**src/rv32i_consts.svh**
```systemverilog
// RV32I core constants
`ifndef RV32I_CONSTS_SVH
`define RV32I_CONSTS_SVH

// Datapath and address width
`define RV_XLEN 32

// Register index width
`define RV_REG_ADDR_W 5

// Architectural registers including x0
`define RV_NUM_REGS 32

// First fetch address after reset
`define RV_RESET_PC 32'h0000_0000

// addi x0, x0, 0 used to squash IF/ID
`define RV_NOP_INST 32'h0000_0013

`endif

```
**src/rv32i_pkg.sv**
```systemverilog
// RV32I core types
package rv32i_pkg;

  // Major opcodes in inst[6:0]
  typedef enum logic [6:0] {
    OP_R       = 7'b0110011,  // add sub and or
    OP_I_ARITH = 7'b0010011,  // addi xori ori andi slli
    OP_LOAD    = 7'b0000011,  // lw
    OP_JALR    = 7'b1100111,
    OP_STORE   = 7'b0100011,  // sw
    OP_BRANCH  = 7'b1100011,  // beq bne blt bge bltu bgeu
    OP_LUI     = 7'b0110111,
    OP_JAL     = 7'b1101111
  } opcode_e;

  // ALU operations, bit 4 marks the subtract path
  typedef enum logic [4:0] {
    ALU_ADD = 5'b00000,
    ALU_AND = 5'b00001,
    ALU_OR  = 5'b00010,
    ALU_XOR = 5'b00011,
    ALU_SLL = 5'b00100,
    ALU_SUB = 5'b10000
  } alu_op_e;

  // Execute operand source
  typedef enum logic [1:0] {
    FWD_NONE = 2'b00,  // Value read in decode
    FWD_MEM  = 2'b01,  // EX/MEM result
    FWD_WB   = 2'b10   // Writeback data
  } fwd_sel_e;

endpackage

```
**src/rv32i_alu.sv**
```systemverilog
// Integer ALU with flags
`timescale 1ns/10ps
`include "rv32i_consts.svh"

module rv32i_alu (
  input  logic [`RV_XLEN-1:0] a,
  input  logic [`RV_XLEN-1:0] b,
  input  rv32i_pkg::alu_op_e  alu_op,
  output logic [`RV_XLEN-1:0] result,
  output logic                n,       // Negative
  output logic                z,       // Zero
  output logic                c,       // Carry out, no borrow on sub
  output logic                v        // Signed overflow
);
  import rv32i_pkg::*;

  logic                is_sub;
  logic                is_arith;   // Add or sub, the only ops with c and v
  logic [`RV_XLEN-1:0] b_eff;      // b inverted for sub
  logic [`RV_XLEN:0]   sum;        // Carry in the top bit

  assign is_sub   = (alu_op == ALU_SUB);
  assign is_arith = is_sub || (alu_op == ALU_ADD);
  assign b_eff    = is_sub ? ~b : b;
  assign sum      = {1'b0, a} + {1'b0, b_eff} + {{`RV_XLEN{1'b0}}, is_sub};

  always_comb
  begin
    case (alu_op)
      ALU_AND: result = a & b;
      ALU_OR:  result = a | b;
      ALU_XOR: result = a ^ b;
      ALU_SLL: result = a << b[4:0];
      default: result = sum[`RV_XLEN-1:0];  // add and sub
    endcase
  end

  assign n = result[`RV_XLEN-1];
  assign z = (result == '0);
  assign c = is_arith & sum[`RV_XLEN];
  // Same operand signs and a result of the other sign
  assign v = is_arith & (a[`RV_XLEN-1] == b_eff[`RV_XLEN-1]) &
             (sum[`RV_XLEN-1] != a[`RV_XLEN-1]);

endmodule

```
**src/rv32i_cpu.sv**
```systemverilog
// Five-stage RV32I core
`timescale 1ns/10ps
`include "rv32i_consts.svh"

module rv32i_cpu (
  input  logic                clk,
  input  logic                reset,
  input  logic [`RV_XLEN-1:0] inst,       // Combinational from instruction memory
  output logic [`RV_XLEN-1:0] pc,
  input  logic [`RV_XLEN-1:0] mem_rdata,  // Combinational from mem_addr
  output logic [`RV_XLEN-1:0] mem_addr,
  output logic [`RV_XLEN-1:0] mem_wdata,
  output logic                mem_write
);
  import rv32i_pkg::*;

  logic [`RV_XLEN-1:0]       id_inst, id_pc, imm, rs1_data, rs2_data;
  logic [`RV_REG_ADDR_W-1:0] id_rs1, id_rs2, id_rd;
  logic [2:0]                id_funct3;
  logic                      regwrite, alusrc, memread, memwrite, memtoreg;
  logic                      branch, jal, jalr, lui;
  alu_op_e                   alu_op;
  logic                      stall, redirect;
  logic [`RV_XLEN-1:0]       redirect_pc;
  fwd_sel_e                  fwd_a, fwd_b;
  logic [`RV_REG_ADDR_W-1:0] ex_rs1, ex_rs2, ex_rd, mem_rd, wb_rd;
  logic                      ex_memread, mem_regwrite, mem_memread, mem_memtoreg;
  logic                      wb_we;
  logic [`RV_XLEN-1:0]       wb_data;

  // Register fields of the decode instruction
  assign id_rs1    = id_inst[19:15];
  assign id_rs2    = id_inst[24:20];
  assign id_rd     = id_inst[11:7];
  assign id_funct3 = id_inst[14:12];

  rv32i_fetch u_fetch (
    .clk(clk), .reset(reset), .inst(inst), .stall(stall),
    .redirect(redirect), .redirect_pc(redirect_pc),
    .pc(pc), .id_inst(id_inst), .id_pc(id_pc)
  );

  rv32i_decoder u_decoder (
    .id_inst(id_inst), .regwrite(regwrite), .alusrc(alusrc), .memread(memread),
    .memwrite(memwrite), .memtoreg(memtoreg), .branch(branch), .jal(jal),
    .jalr(jalr), .lui(lui), .alu_op(alu_op), .imm(imm)
  );

  // Written from writeback
  rv32i_regfile u_regfile (
    .clk(clk), .reset(reset), .rs1(id_rs1), .rs2(id_rs2), .rd(wb_rd),
    .we(wb_we), .rd_data(wb_data), .rs1_data(rs1_data), .rs2_data(rs2_data)
  );

  rv32i_hazard_unit u_hazard (
    .id_rs1(id_rs1), .id_rs2(id_rs2), .ex_rs1(ex_rs1), .ex_rs2(ex_rs2),
    .ex_rd(ex_rd), .ex_memread(ex_memread), .mem_rd(mem_rd),
    .mem_regwrite(mem_regwrite), .mem_memread(mem_memread), .wb_rd(wb_rd),
    .wb_we(wb_we), .stall(stall), .fwd_a(fwd_a), .fwd_b(fwd_b)
  );

  // EX/MEM result drives the data address directly
  rv32i_execute u_execute (
    .clk(clk), .reset(reset), .stall(stall), .regwrite(regwrite),
    .alusrc(alusrc), .memread(memread), .memwrite(memwrite), .memtoreg(memtoreg),
    .branch(branch), .jal(jal), .jalr(jalr), .lui(lui), .alu_op(alu_op),
    .imm(imm), .id_funct3(id_funct3), .id_pc(id_pc), .id_rs1(id_rs1),
    .id_rs2(id_rs2), .id_rd(id_rd), .rs1_data(rs1_data), .rs2_data(rs2_data),
    .fwd_a(fwd_a), .fwd_b(fwd_b), .wb_data(wb_data), .ex_rs1(ex_rs1),
    .ex_rs2(ex_rs2), .ex_rd(ex_rd), .ex_memread(ex_memread),
    .redirect(redirect), .redirect_pc(redirect_pc), .mem_result(mem_addr),
    .mem_wdata(mem_wdata), .mem_rd(mem_rd), .mem_regwrite(mem_regwrite),
    .mem_memread(mem_memread), .mem_memtoreg(mem_memtoreg), .mem_write(mem_write)
  );

  rv32i_writeback u_writeback (
    .clk(clk), .reset(reset), .mem_result(mem_addr), .mem_rdata(mem_rdata),
    .mem_rd(mem_rd), .mem_regwrite(mem_regwrite), .mem_memtoreg(mem_memtoreg),
    .wb_we(wb_we), .wb_rd(wb_rd), .wb_data(wb_data)
  );

endmodule

```
**src/rv32i_decoder.sv**
```systemverilog
// Decode stage control
`timescale 1ns/10ps
`include "rv32i_consts.svh"

module rv32i_decoder (
  input  logic [`RV_XLEN-1:0] id_inst,   // Instruction held in IF/ID
  output logic                regwrite,
  output logic                alusrc,    // Immediate as ALU operand b
  output logic                memread,
  output logic                memwrite,
  output logic                memtoreg,
  output logic                branch,
  output logic                jal,
  output logic                jalr,
  output logic                lui,
  output rv32i_pkg::alu_op_e  alu_op,
  output logic [`RV_XLEN-1:0] imm        // Sign-extended immediate
);
  import rv32i_pkg::*;

  opcode_e             opcode;
  logic [2:0]          funct3;
  logic                funct7_5;        // Picks sub over add
  logic [`RV_XLEN-1:0] imm_i, imm_s, imm_b, imm_j, imm_u;

  assign opcode   = opcode_e'(id_inst[6:0]);
  assign funct3   = id_inst[14:12];
  assign funct7_5 = id_inst[30];

  // Immediate formats
  assign imm_i = {{(`RV_XLEN-12){id_inst[31]}}, id_inst[31:20]};
  assign imm_s = {{(`RV_XLEN-12){id_inst[31]}}, id_inst[31:25], id_inst[11:7]};
  assign imm_b = {{(`RV_XLEN-13){id_inst[31]}}, id_inst[31], id_inst[7],
                  id_inst[30:25], id_inst[11:8], 1'b0};
  assign imm_j = {{(`RV_XLEN-21){id_inst[31]}}, id_inst[31], id_inst[19:12],
                  id_inst[20], id_inst[30:21], 1'b0};
  assign imm_u = {id_inst[31:12], 12'b0};

  always_comb
  begin
    // Everything off unless the opcode says otherwise
    regwrite = 1'b0;
    alusrc   = 1'b0;
    memread  = 1'b0;
    memwrite = 1'b0;
    memtoreg = 1'b0;
    branch   = 1'b0;
    jal      = 1'b0;
    jalr     = 1'b0;
    lui      = 1'b0;
    alu_op   = ALU_ADD;
    imm      = '0;
    case (opcode)
      OP_R:
      begin
        regwrite = 1'b1;
        case ({funct7_5, funct3})
          4'b1_000: alu_op = ALU_SUB;
          4'b0_111: alu_op = ALU_AND;
          4'b0_110: alu_op = ALU_OR;
          default:  alu_op = ALU_ADD;
        endcase
      end
      OP_I_ARITH:
      begin
        regwrite = 1'b1;
        alusrc   = 1'b1;
        imm      = imm_i;
        case (funct3)
          3'b001:  alu_op = ALU_SLL;  // slli, shamt in imm[4:0]
          3'b100:  alu_op = ALU_XOR;
          3'b110:  alu_op = ALU_OR;
          3'b111:  alu_op = ALU_AND;
          default: alu_op = ALU_ADD;  // addi
        endcase
      end
      OP_LOAD:
      begin
        regwrite = 1'b1;
        alusrc   = 1'b1;
        memread  = 1'b1;
        memtoreg = 1'b1;
        imm      = imm_i;
      end
      OP_STORE:
      begin
        alusrc   = 1'b1;  // Address is rs1 + imm
        memwrite = 1'b1;
        imm      = imm_s;
      end
      OP_BRANCH:
      begin
        branch = 1'b1;
        alu_op = ALU_SUB;  // Flags from rs1 - rs2
        imm    = imm_b;
      end
      OP_JAL:
      begin
        regwrite = 1'b1;
        jal      = 1'b1;
        imm      = imm_j;
      end
      OP_JALR:
      begin
        regwrite = 1'b1;
        alusrc   = 1'b1;  // Target rs1 + imm
        jalr     = 1'b1;
        imm      = imm_i;
      end
      OP_LUI:
      begin
        regwrite = 1'b1;
        alusrc   = 1'b1;
        lui      = 1'b1;
        imm      = imm_u;
      end
      default: ;
    endcase
  end

endmodule

```
**src/rv32i_execute.sv**
```systemverilog
// Execute stage with ID/EX and EX/MEM
`timescale 1ns/10ps
`include "rv32i_consts.svh"

module rv32i_execute (
  input  logic                      clk,
  input  logic                      reset,
  input  logic                      stall,       // Load-use bubble
  input  logic                      regwrite,
  input  logic                      alusrc,
  input  logic                      memread,
  input  logic                      memwrite,
  input  logic                      memtoreg,
  input  logic                      branch,
  input  logic                      jal,
  input  logic                      jalr,
  input  logic                      lui,
  input  rv32i_pkg::alu_op_e        alu_op,
  input  logic [`RV_XLEN-1:0]       imm,
  input  logic [2:0]                id_funct3,   // Branch condition
  input  logic [`RV_XLEN-1:0]       id_pc,
  input  logic [`RV_REG_ADDR_W-1:0] id_rs1,
  input  logic [`RV_REG_ADDR_W-1:0] id_rs2,
  input  logic [`RV_REG_ADDR_W-1:0] id_rd,
  input  logic [`RV_XLEN-1:0]       rs1_data,
  input  logic [`RV_XLEN-1:0]       rs2_data,
  input  rv32i_pkg::fwd_sel_e       fwd_a,
  input  rv32i_pkg::fwd_sel_e       fwd_b,
  input  logic [`RV_XLEN-1:0]       wb_data,
  output logic [`RV_REG_ADDR_W-1:0] ex_rs1,
  output logic [`RV_REG_ADDR_W-1:0] ex_rs2,
  output logic [`RV_REG_ADDR_W-1:0] ex_rd,
  output logic                      ex_memread,
  output logic                      redirect,
  output logic [`RV_XLEN-1:0]       redirect_pc,
  output logic [`RV_XLEN-1:0]       mem_result,  // Also the data address
  output logic [`RV_XLEN-1:0]       mem_wdata,
  output logic [`RV_REG_ADDR_W-1:0] mem_rd,
  output logic                      mem_regwrite,
  output logic                      mem_memread,
  output logic                      mem_memtoreg,
  output logic                      mem_write
);
  import rv32i_pkg::*;

  logic                ex_regwrite, ex_alusrc, ex_memwrite, ex_memtoreg;
  logic                ex_branch, ex_jal, ex_jalr, ex_lui;
  alu_op_e             ex_alu_op;
  logic [`RV_XLEN-1:0] ex_pc, ex_imm, ex_rs1_data, ex_rs2_data;
  logic [2:0]          ex_funct3;
  logic                bubble;
  logic [`RV_XLEN-1:0] op_a, op_b;            // Forwarded register values
  logic [`RV_XLEN-1:0] alu_a, alu_b, alu_y;
  logic [`RV_XLEN-1:0] link_pc;
  logic                n, z, c, v;
  logic                taken;

  function automatic logic [`RV_XLEN-1:0] fwd_mux(
    input fwd_sel_e            sel,
    input logic [`RV_XLEN-1:0] rf_val,
    input logic [`RV_XLEN-1:0] mem_val,
    input logic [`RV_XLEN-1:0] wb_val
  );
    case (sel)
      FWD_MEM: return mem_val;
      FWD_WB:  return wb_val;
      default: return rf_val;
    endcase
  endfunction

  // Squash the decode instruction on stall or on our own redirect
  assign bubble = stall | redirect;

  // ID/EX controls
  always_ff @(posedge clk or posedge reset)
  begin
    if (reset)
    begin
      ex_regwrite <= 1'b0;
      ex_alusrc   <= 1'b0;
      ex_memread  <= 1'b0;
      ex_memwrite <= 1'b0;
      ex_memtoreg <= 1'b0;
      ex_branch   <= 1'b0;
      ex_jal      <= 1'b0;
      ex_jalr     <= 1'b0;
      ex_lui      <= 1'b0;
      ex_alu_op   <= ALU_ADD;
    end
    else
    begin
      ex_regwrite <= regwrite & ~bubble;
      ex_alusrc   <= alusrc & ~bubble;
      ex_memread  <= memread & ~bubble;
      ex_memwrite <= memwrite & ~bubble;
      ex_memtoreg <= memtoreg & ~bubble;
      ex_branch   <= branch & ~bubble;
      ex_jal      <= jal & ~bubble;
      ex_jalr     <= jalr & ~bubble;
      ex_lui      <= lui & ~bubble;
      ex_alu_op   <= bubble ? ALU_ADD : alu_op;
    end
  end

  // ID/EX payload, harmless under a bubble
  always_ff @(posedge clk)
  begin
    ex_pc       <= id_pc;
    ex_imm      <= imm;
    ex_funct3   <= id_funct3;
    ex_rs1      <= id_rs1;
    ex_rs2      <= id_rs2;
    ex_rd       <= id_rd;
    ex_rs1_data <= rs1_data;
    ex_rs2_data <= rs2_data;
  end

  assign op_a  = fwd_mux(fwd_a, ex_rs1_data, mem_result, wb_data);
  assign op_b  = fwd_mux(fwd_b, ex_rs2_data, mem_result, wb_data);
  assign alu_a = ex_lui ? '0 : op_a;      // lui is 0 + imm
  assign alu_b = ex_alusrc ? ex_imm : op_b;

  rv32i_alu u_alu (
    .a      (alu_a),
    .b      (alu_b),
    .alu_op (ex_alu_op),
    .result (alu_y),
    .n      (n),
    .z      (z),
    .c      (c),
    .v      (v)
  );

  assign link_pc = ex_pc + `RV_XLEN'd4;

  // Conditions on rs1 - rs2
  always_comb
  begin
    case (ex_funct3)
      3'b000:  taken = z;         // beq
      3'b001:  taken = ~z;        // bne
      3'b100:  taken = n ^ v;     // blt
      3'b101:  taken = ~(n ^ v);  // bge
      3'b110:  taken = ~c;        // bltu
      3'b111:  taken = c;         // bgeu
      default: taken = 1'b0;
    endcase
  end

  assign redirect    = (ex_branch & taken) | ex_jal | ex_jalr;
  assign redirect_pc = ex_jalr ? {alu_y[`RV_XLEN-1:1], 1'b0} : ex_pc + ex_imm;

  // EX/MEM controls
  always_ff @(posedge clk or posedge reset)
  begin
    if (reset)
    begin
      mem_regwrite <= 1'b0;
      mem_memread  <= 1'b0;
      mem_memtoreg <= 1'b0;
      mem_write    <= 1'b0;
    end
    else
    begin
      mem_regwrite <= ex_regwrite;
      mem_memread  <= ex_memread;
      mem_memtoreg <= ex_memtoreg;
      mem_write    <= ex_memwrite;
    end
  end

  // Jumps carry the link address as their result
  always_ff @(posedge clk)
  begin
    mem_result <= (ex_jal | ex_jalr) ? link_pc : alu_y;
    mem_wdata  <= op_b;                    // Store data after forwarding
    mem_rd     <= ex_rd;
  end

endmodule

```
**src/rv32i_fetch.sv**
```systemverilog
// Program counter and IF/ID
`timescale 1ns/10ps
`include "rv32i_consts.svh"

module rv32i_fetch (
  input  logic                clk,
  input  logic                reset,
  input  logic [`RV_XLEN-1:0] inst,         // From instruction memory at pc
  input  logic                stall,
  input  logic                redirect,     // Taken branch or jump in execute
  input  logic [`RV_XLEN-1:0] redirect_pc,
  output logic [`RV_XLEN-1:0] pc,
  output logic [`RV_XLEN-1:0] id_inst,
  output logic [`RV_XLEN-1:0] id_pc
);

  // Redirect, then stall, then sequential
  always_ff @(posedge clk or posedge reset)
  begin
    if (reset)
      pc <= `RV_RESET_PC;
    else if (redirect)
      pc <= redirect_pc;
    else if (!stall)
      pc <= pc + `RV_XLEN'd4;
  end

  // Nop on reset so decode starts with controls off
  always_ff @(posedge clk or posedge reset)
  begin
    if (reset)
      id_inst <= `RV_NOP_INST;
    else if (redirect)
      id_inst <= `RV_NOP_INST;  // Squash wrong-path fetch
    else if (!stall)
      id_inst <= inst;
  end

  always_ff @(posedge clk)
  begin
    if (redirect || !stall)
      id_pc <= pc;
  end

endmodule

```
**src/rv32i_hazard_unit.sv**
```systemverilog
// Load-use stall and forward select
`timescale 1ns/10ps
`include "rv32i_consts.svh"

module rv32i_hazard_unit (
  input  logic [`RV_REG_ADDR_W-1:0] id_rs1,
  input  logic [`RV_REG_ADDR_W-1:0] id_rs2,
  input  logic [`RV_REG_ADDR_W-1:0] ex_rs1,
  input  logic [`RV_REG_ADDR_W-1:0] ex_rs2,
  input  logic [`RV_REG_ADDR_W-1:0] ex_rd,
  input  logic                      ex_memread,
  input  logic [`RV_REG_ADDR_W-1:0] mem_rd,
  input  logic                      mem_regwrite,
  input  logic                      mem_memread,   // Result there is an address
  input  logic [`RV_REG_ADDR_W-1:0] wb_rd,
  input  logic                      wb_we,
  output logic                      stall,
  output rv32i_pkg::fwd_sel_e       fwd_a,
  output rv32i_pkg::fwd_sel_e       fwd_b
);
  import rv32i_pkg::*;

  // Youngest producer wins, x0 never forwards
  function automatic fwd_sel_e src_fwd(input logic [`RV_REG_ADDR_W-1:0] src);
    if (mem_regwrite && !mem_memread && mem_rd != '0 && mem_rd == src)
      return FWD_MEM;
    else if (wb_we && wb_rd != '0 && wb_rd == src)
      return FWD_WB;
    else
      return FWD_NONE;
  endfunction

  // Load in execute feeding decode, hold one cycle
  assign stall = ex_memread && (ex_rd != '0) &&
                 ((ex_rd == id_rs1) || (ex_rd == id_rs2));

  always_comb
  begin
    fwd_a = src_fwd(ex_rs1);
    fwd_b = src_fwd(ex_rs2);
  end

endmodule

```
**src/rv32i_regfile.sv**
```systemverilog
// Integer register file
`timescale 1ns/10ps
`include "rv32i_consts.svh"

module rv32i_regfile (
  input  logic                      clk,
  input  logic                      reset,
  input  logic [`RV_REG_ADDR_W-1:0] rs1,
  input  logic [`RV_REG_ADDR_W-1:0] rs2,
  input  logic [`RV_REG_ADDR_W-1:0] rd,       // Write index from writeback
  input  logic                      we,
  input  logic [`RV_XLEN-1:0]       rd_data,
  output logic [`RV_XLEN-1:0]       rs1_data,
  output logic [`RV_XLEN-1:0]       rs2_data
);

  logic [`RV_XLEN-1:0] regs [0:`RV_NUM_REGS-1];

  always_ff @(posedge clk or posedge reset)
  begin
    if (reset)
    begin
      for (int i = 0; i < `RV_NUM_REGS; i++)
        regs[i] <= '0;
    end
    else if (we && rd != '0)  // x0 never written
      regs[rd] <= rd_data;
  end

  // Write-through so decode sees the value retiring this cycle
  assign rs1_data = (rs1 == '0) ? '0 :
                    (we && rs1 == rd) ? rd_data : regs[rs1];
  assign rs2_data = (rs2 == '0) ? '0 :
                    (we && rs2 == rd) ? rd_data : regs[rs2];

endmodule

```
**src/rv32i_writeback.sv**
```systemverilog
// MEM/WB register and result select
`timescale 1ns/10ps
`include "rv32i_consts.svh"

module rv32i_writeback (
  input  logic                      clk,
  input  logic                      reset,
  input  logic [`RV_XLEN-1:0]       mem_result,
  input  logic [`RV_XLEN-1:0]       mem_rdata,     // Load data from the port
  input  logic [`RV_REG_ADDR_W-1:0] mem_rd,
  input  logic                      mem_regwrite,
  input  logic                      mem_memtoreg,
  output logic                      wb_we,
  output logic [`RV_REG_ADDR_W-1:0] wb_rd,
  output logic [`RV_XLEN-1:0]       wb_data
);

  logic                wb_memtoreg;
  logic [`RV_XLEN-1:0] wb_result;
  logic [`RV_XLEN-1:0] wb_rdata;

  always_ff @(posedge clk or posedge reset)
  begin
    if (reset)
    begin
      wb_we       <= 1'b0;
      wb_memtoreg <= 1'b0;
    end
    else
    begin
      wb_we       <= mem_regwrite;
      wb_memtoreg <= mem_memtoreg;
    end
  end

  always_ff @(posedge clk)
  begin
    wb_rd     <= mem_rd;
    wb_result <= mem_result;
    wb_rdata  <= mem_rdata;
  end

  assign wb_data = wb_memtoreg ? wb_rdata : wb_result;  // Loads take memory data

endmodule

```
**config.mk**
```make
export PLATFORM = sky130hd
export DESIGN_NAME = rv32i_cpu
export DESIGN_NICKNAME = d
export VERILOG_FILES = /design/src/rv32i_pkg.sv /design/src/rv32i_alu.sv /design/src/rv32i_cpu.sv /design/src/rv32i_decoder.sv /design/src/rv32i_execute.sv /design/src/rv32i_fetch.sv /design/src/rv32i_hazard_unit.sv /design/src/rv32i_regfile.sv /design/src/rv32i_writeback.sv
export VERILOG_INCLUDE_DIRS = /design/src
export SDC_FILE = /design/constraint.sdc
export NUM_CORES = 2
export LEC_CHECK = 0
export ABC_CLOCK_PERIOD_IN_PS = 45200
export BUFFER_PORTS_ARGS = -buffer_cell sky130_fd_sc_hd__buf_4
export CAP_MARGIN = 20
export CORE_MARGIN = 2
export CORE_UTILIZATION = 55
export DETAILED_ROUTE_END_ITERATION = 10
export PLACE_DENSITY = 0.71
export SKIP_CTS_REPAIR_TIMING = 1
export SYNTH_ARGS = -nofsm -noshare
export SYNTH_HDL_FRONTEND = slang
export SYNTH_SLANG_ARGS = --single-unit
```
**constraint.sdc**
```tcl
create_clock -name clk -period 45.2 [get_ports clk]
set_input_delay 9.04 -clock clk [delete_from_list [all_inputs] [get_ports clk]]
set_output_delay 9.04 -clock clk [all_outputs]
set_load 0.01 [all_outputs]
```
==> out/results.tsv <==
metric	value	unit
cts bufs inserted	152	
non-filler instance count after layout	8962	
Largest register FFs	1024	
Worst EP required	46.01	ns
VDD IR max	0.0306	mV
register area share after synthesis	0.457	
via/cell ratio	6.74	
Ys Warns	0	
Post-Syn Instances	7243	
initial antenna violation count	11	
Top FF cell, synth	dfrtp_1	
DR vias	60413	
Fin. Hold Viols	0	
Worst Setup Start Kind	primary input	
fin crit share	0.249	
Clk pin slew, worst setup/hold paths	0.06	ns
pin count of the biggest net entering global routing	176	
Switching Share	0.292	
Synth Register Bits	1421	
detailed placement HPWL	170	mm
crit path DAT	12.06	ns
Largest Register	u_regfile.regs	
Die W	373	um
Hold Crit Class	reg -> reg	
fmax	88.9	MHz
latest clock arrival within the worst-skew pair	0.81	ns
Pint	2.29	mW
Slew @ Worst Pin	1.20	ns
max-slew violations	0	
Static Leak	35.5	nW
first-pass GRT wire length	392	mm
Port Buf Inserts	162	
via count of the first global-routing pass	58461	
EDFF count, synth	32	
Sink Count	1421	
Rel. slew slack	0.197	
WL/cell	29.8	um
GP Congestion	1.06	
Syn Nets	7437	
TritonRoute pass-1 iters	7	
clock power share	0.394	
H-tree depth	4	
Yosys top cell by area	dfrtp_1	
Max FO, Critical Path	92	
Final TNS setup	0	ns
asr flop ratio synth	0.778	
nets	7250	
die area	0.139	mm2
Congestion Overflow GR	0	
register area	0.0343	mm2
Bufs on Longest Clock Path	3	
post-synth cell types	103	
# Max-Cap Violations	0	
height of the die	373	um
layout filler cell count	10922	
footprint of the multi-input gates	0.0383	mm2
# DRC	0	
post-detailed-route count of antenna-violating nets	0	
top cells by area, synth	dfrtp_1 (37%), mux4_2 (15%), dfxtp_1 (7.6%)	
DRT Wirelength	267	mm
Final setup viols	0	
unrepaired setup endpoints after global routing	false	
Post-DP Area	0.0776	mm2
Placed Cells	8673	
Mapped Avg Cell Area	10.4	um2
root buf cell	clkbuf_16	
CTS tree	built	
Final Instance Area	0.0830	mm2
Post-Syn Area	0.0750	mm2
# IOs	163	
Logic pwr share	0.156	
clk_skew	0.0564	ns
core area	0.135	mm2
FP Rows	135	
power per cell area	39.1	mW/mm2
status	finished clean	
initial core utilization	0.554	
Crit Path Class	in -> async	
P_sw	0.947	mW
Layout area overhead	10.6	%
share of the synthesized area in the top cell type	0.368	
fraction of power consumed by sequential logic	0.450	
CP endpoint kind	async pin	
Total GRT Usage	0.381	
Final min period	11.25	ns
share of cells above drive strength 1	0.180	
First DRT Iteration DRCs	7332	
-- cell families after synthesis --
family                   Yosys count  synth area share
adder cells (fa/ha/maj)          129            0.0217
XOR/XNOR                         170            0.0198
multiplexers                     864             0.198
buffers and inverters            760            0.0397
AND/OR/NAND/NOR                 1952             0.111
AO/OA/AOI/OAI                   1947             0.153
flip-flops                      1421             0.457
-- power by group through the flow --
stage	Combinational (mW)	Sequential, mW	Clock, mW
CTS	0.490	1.46	1.29
detailed placement	0.487	1.48	0
finish	0.504	1.46	1.28
global route	0.538	1.47	1.34
global placement	0.481	1.47	0
floorplan	0.321	1.44	0
-- metrics by stage --
step / total power, mW / hold slack (ns) / setup slack, ns / util
floorplan: 1.76 / 0.323 / 5.05 / -
global placement: 1.95 / 0.327 / 33.07 / 0.573
detailed placement: 1.96 / 0.328 / 33.01 / 0.573
CTS: 3.23 / 0.341 / 33.85 / 0.611
global route: 3.35 / 0.353 / 33.44 / 0.612
finish: 3.24 / 0.340 / 33.95 / 0.612
-- placed cells by master, fill, tap and decap left out, drive strengths merged, types with 93 or more instances in the layout --
cell / instances
a21oi: 626
buf: 320
clkbuf: 219
dfrtp: 1102
dfxtp: 284
ha: 126
inv: 107
mux2: 93
mux2i: 282
mux4: 489
nand2: 835
nor2: 712
o21ai: 800
-- critical path: stages --
cell and delay, ns:
buf_4 0.13, inv_8 0.47, buf_4 0.74, buf_4 0.74, buf_4 0.79
-- Yosys cell counts (all sizes together), types with 32 or more instances --
cell    number
nor3        91
a21oi      626
a221oi      54
o211ai      55
mux4       489
ha         126
xor2        78
dfrtp     1102
nor2       712
buf        114
nand2b      48
clkbuf     547
xnor2       92
mux2i      282
and3        33
a21o        59
o21ai      800
dfxtp      284
inv         99
a211oi      54
nand3       84
nand2      835
mux2        93
edfxtp      32
o221ai      37
o22ai       66
-- worst paths after layout --
kind	startpoint	endpoint	slack [ns]	depth (start not counted)
setup / recovery	reset	u_regfile.regs[329]$_DFFE_PP0P_	33.95	5
hold / removal	u_fetch.id_pc[19]$_DFFE_PP_	u_execute.ex_pc[19]$_DFF_P_	0.34	0
setup reg to reg	u_writeback.wb_memtoreg$_DFF_PP0_	u_execute.ex_branch$_DFF_PP0_	34.88	26
hold reg to reg	u_fetch.id_pc[19]$_DFFE_PP_	u_execute.ex_pc[19]$_DFF_P_	0.34	0
max in group clk	u_execute.mem_result[14]$_DFF_P_	mem_addr[14]	34.46	1
min in group asynchronous	reset	u_regfile.regs[875]$_DFFE_PP0P_	8.37	2
-- final cells by class --
class,count,share of cell area
timing repair buffer,320,0.0309
antenna,3,0.0000905
multi-input combinational,5062,0.462
clock buffer,219,0.0537
inverter,99,0.00457
sequential,1421,0.414
clock inverter,57,0.00816
tap,1781,0.0269
-- per-layer routing --
layer  global-route usage  vias to the layer above  routed length (um)
li1                     -                    25888                   -
met1                0.509                    30107              102000
met2                0.577                     3625              120000
met3               0.0908                      789               29100
met4                0.208                        4               16400
met5                    0                        -                  26
Power figures use the tool's default switching activity.
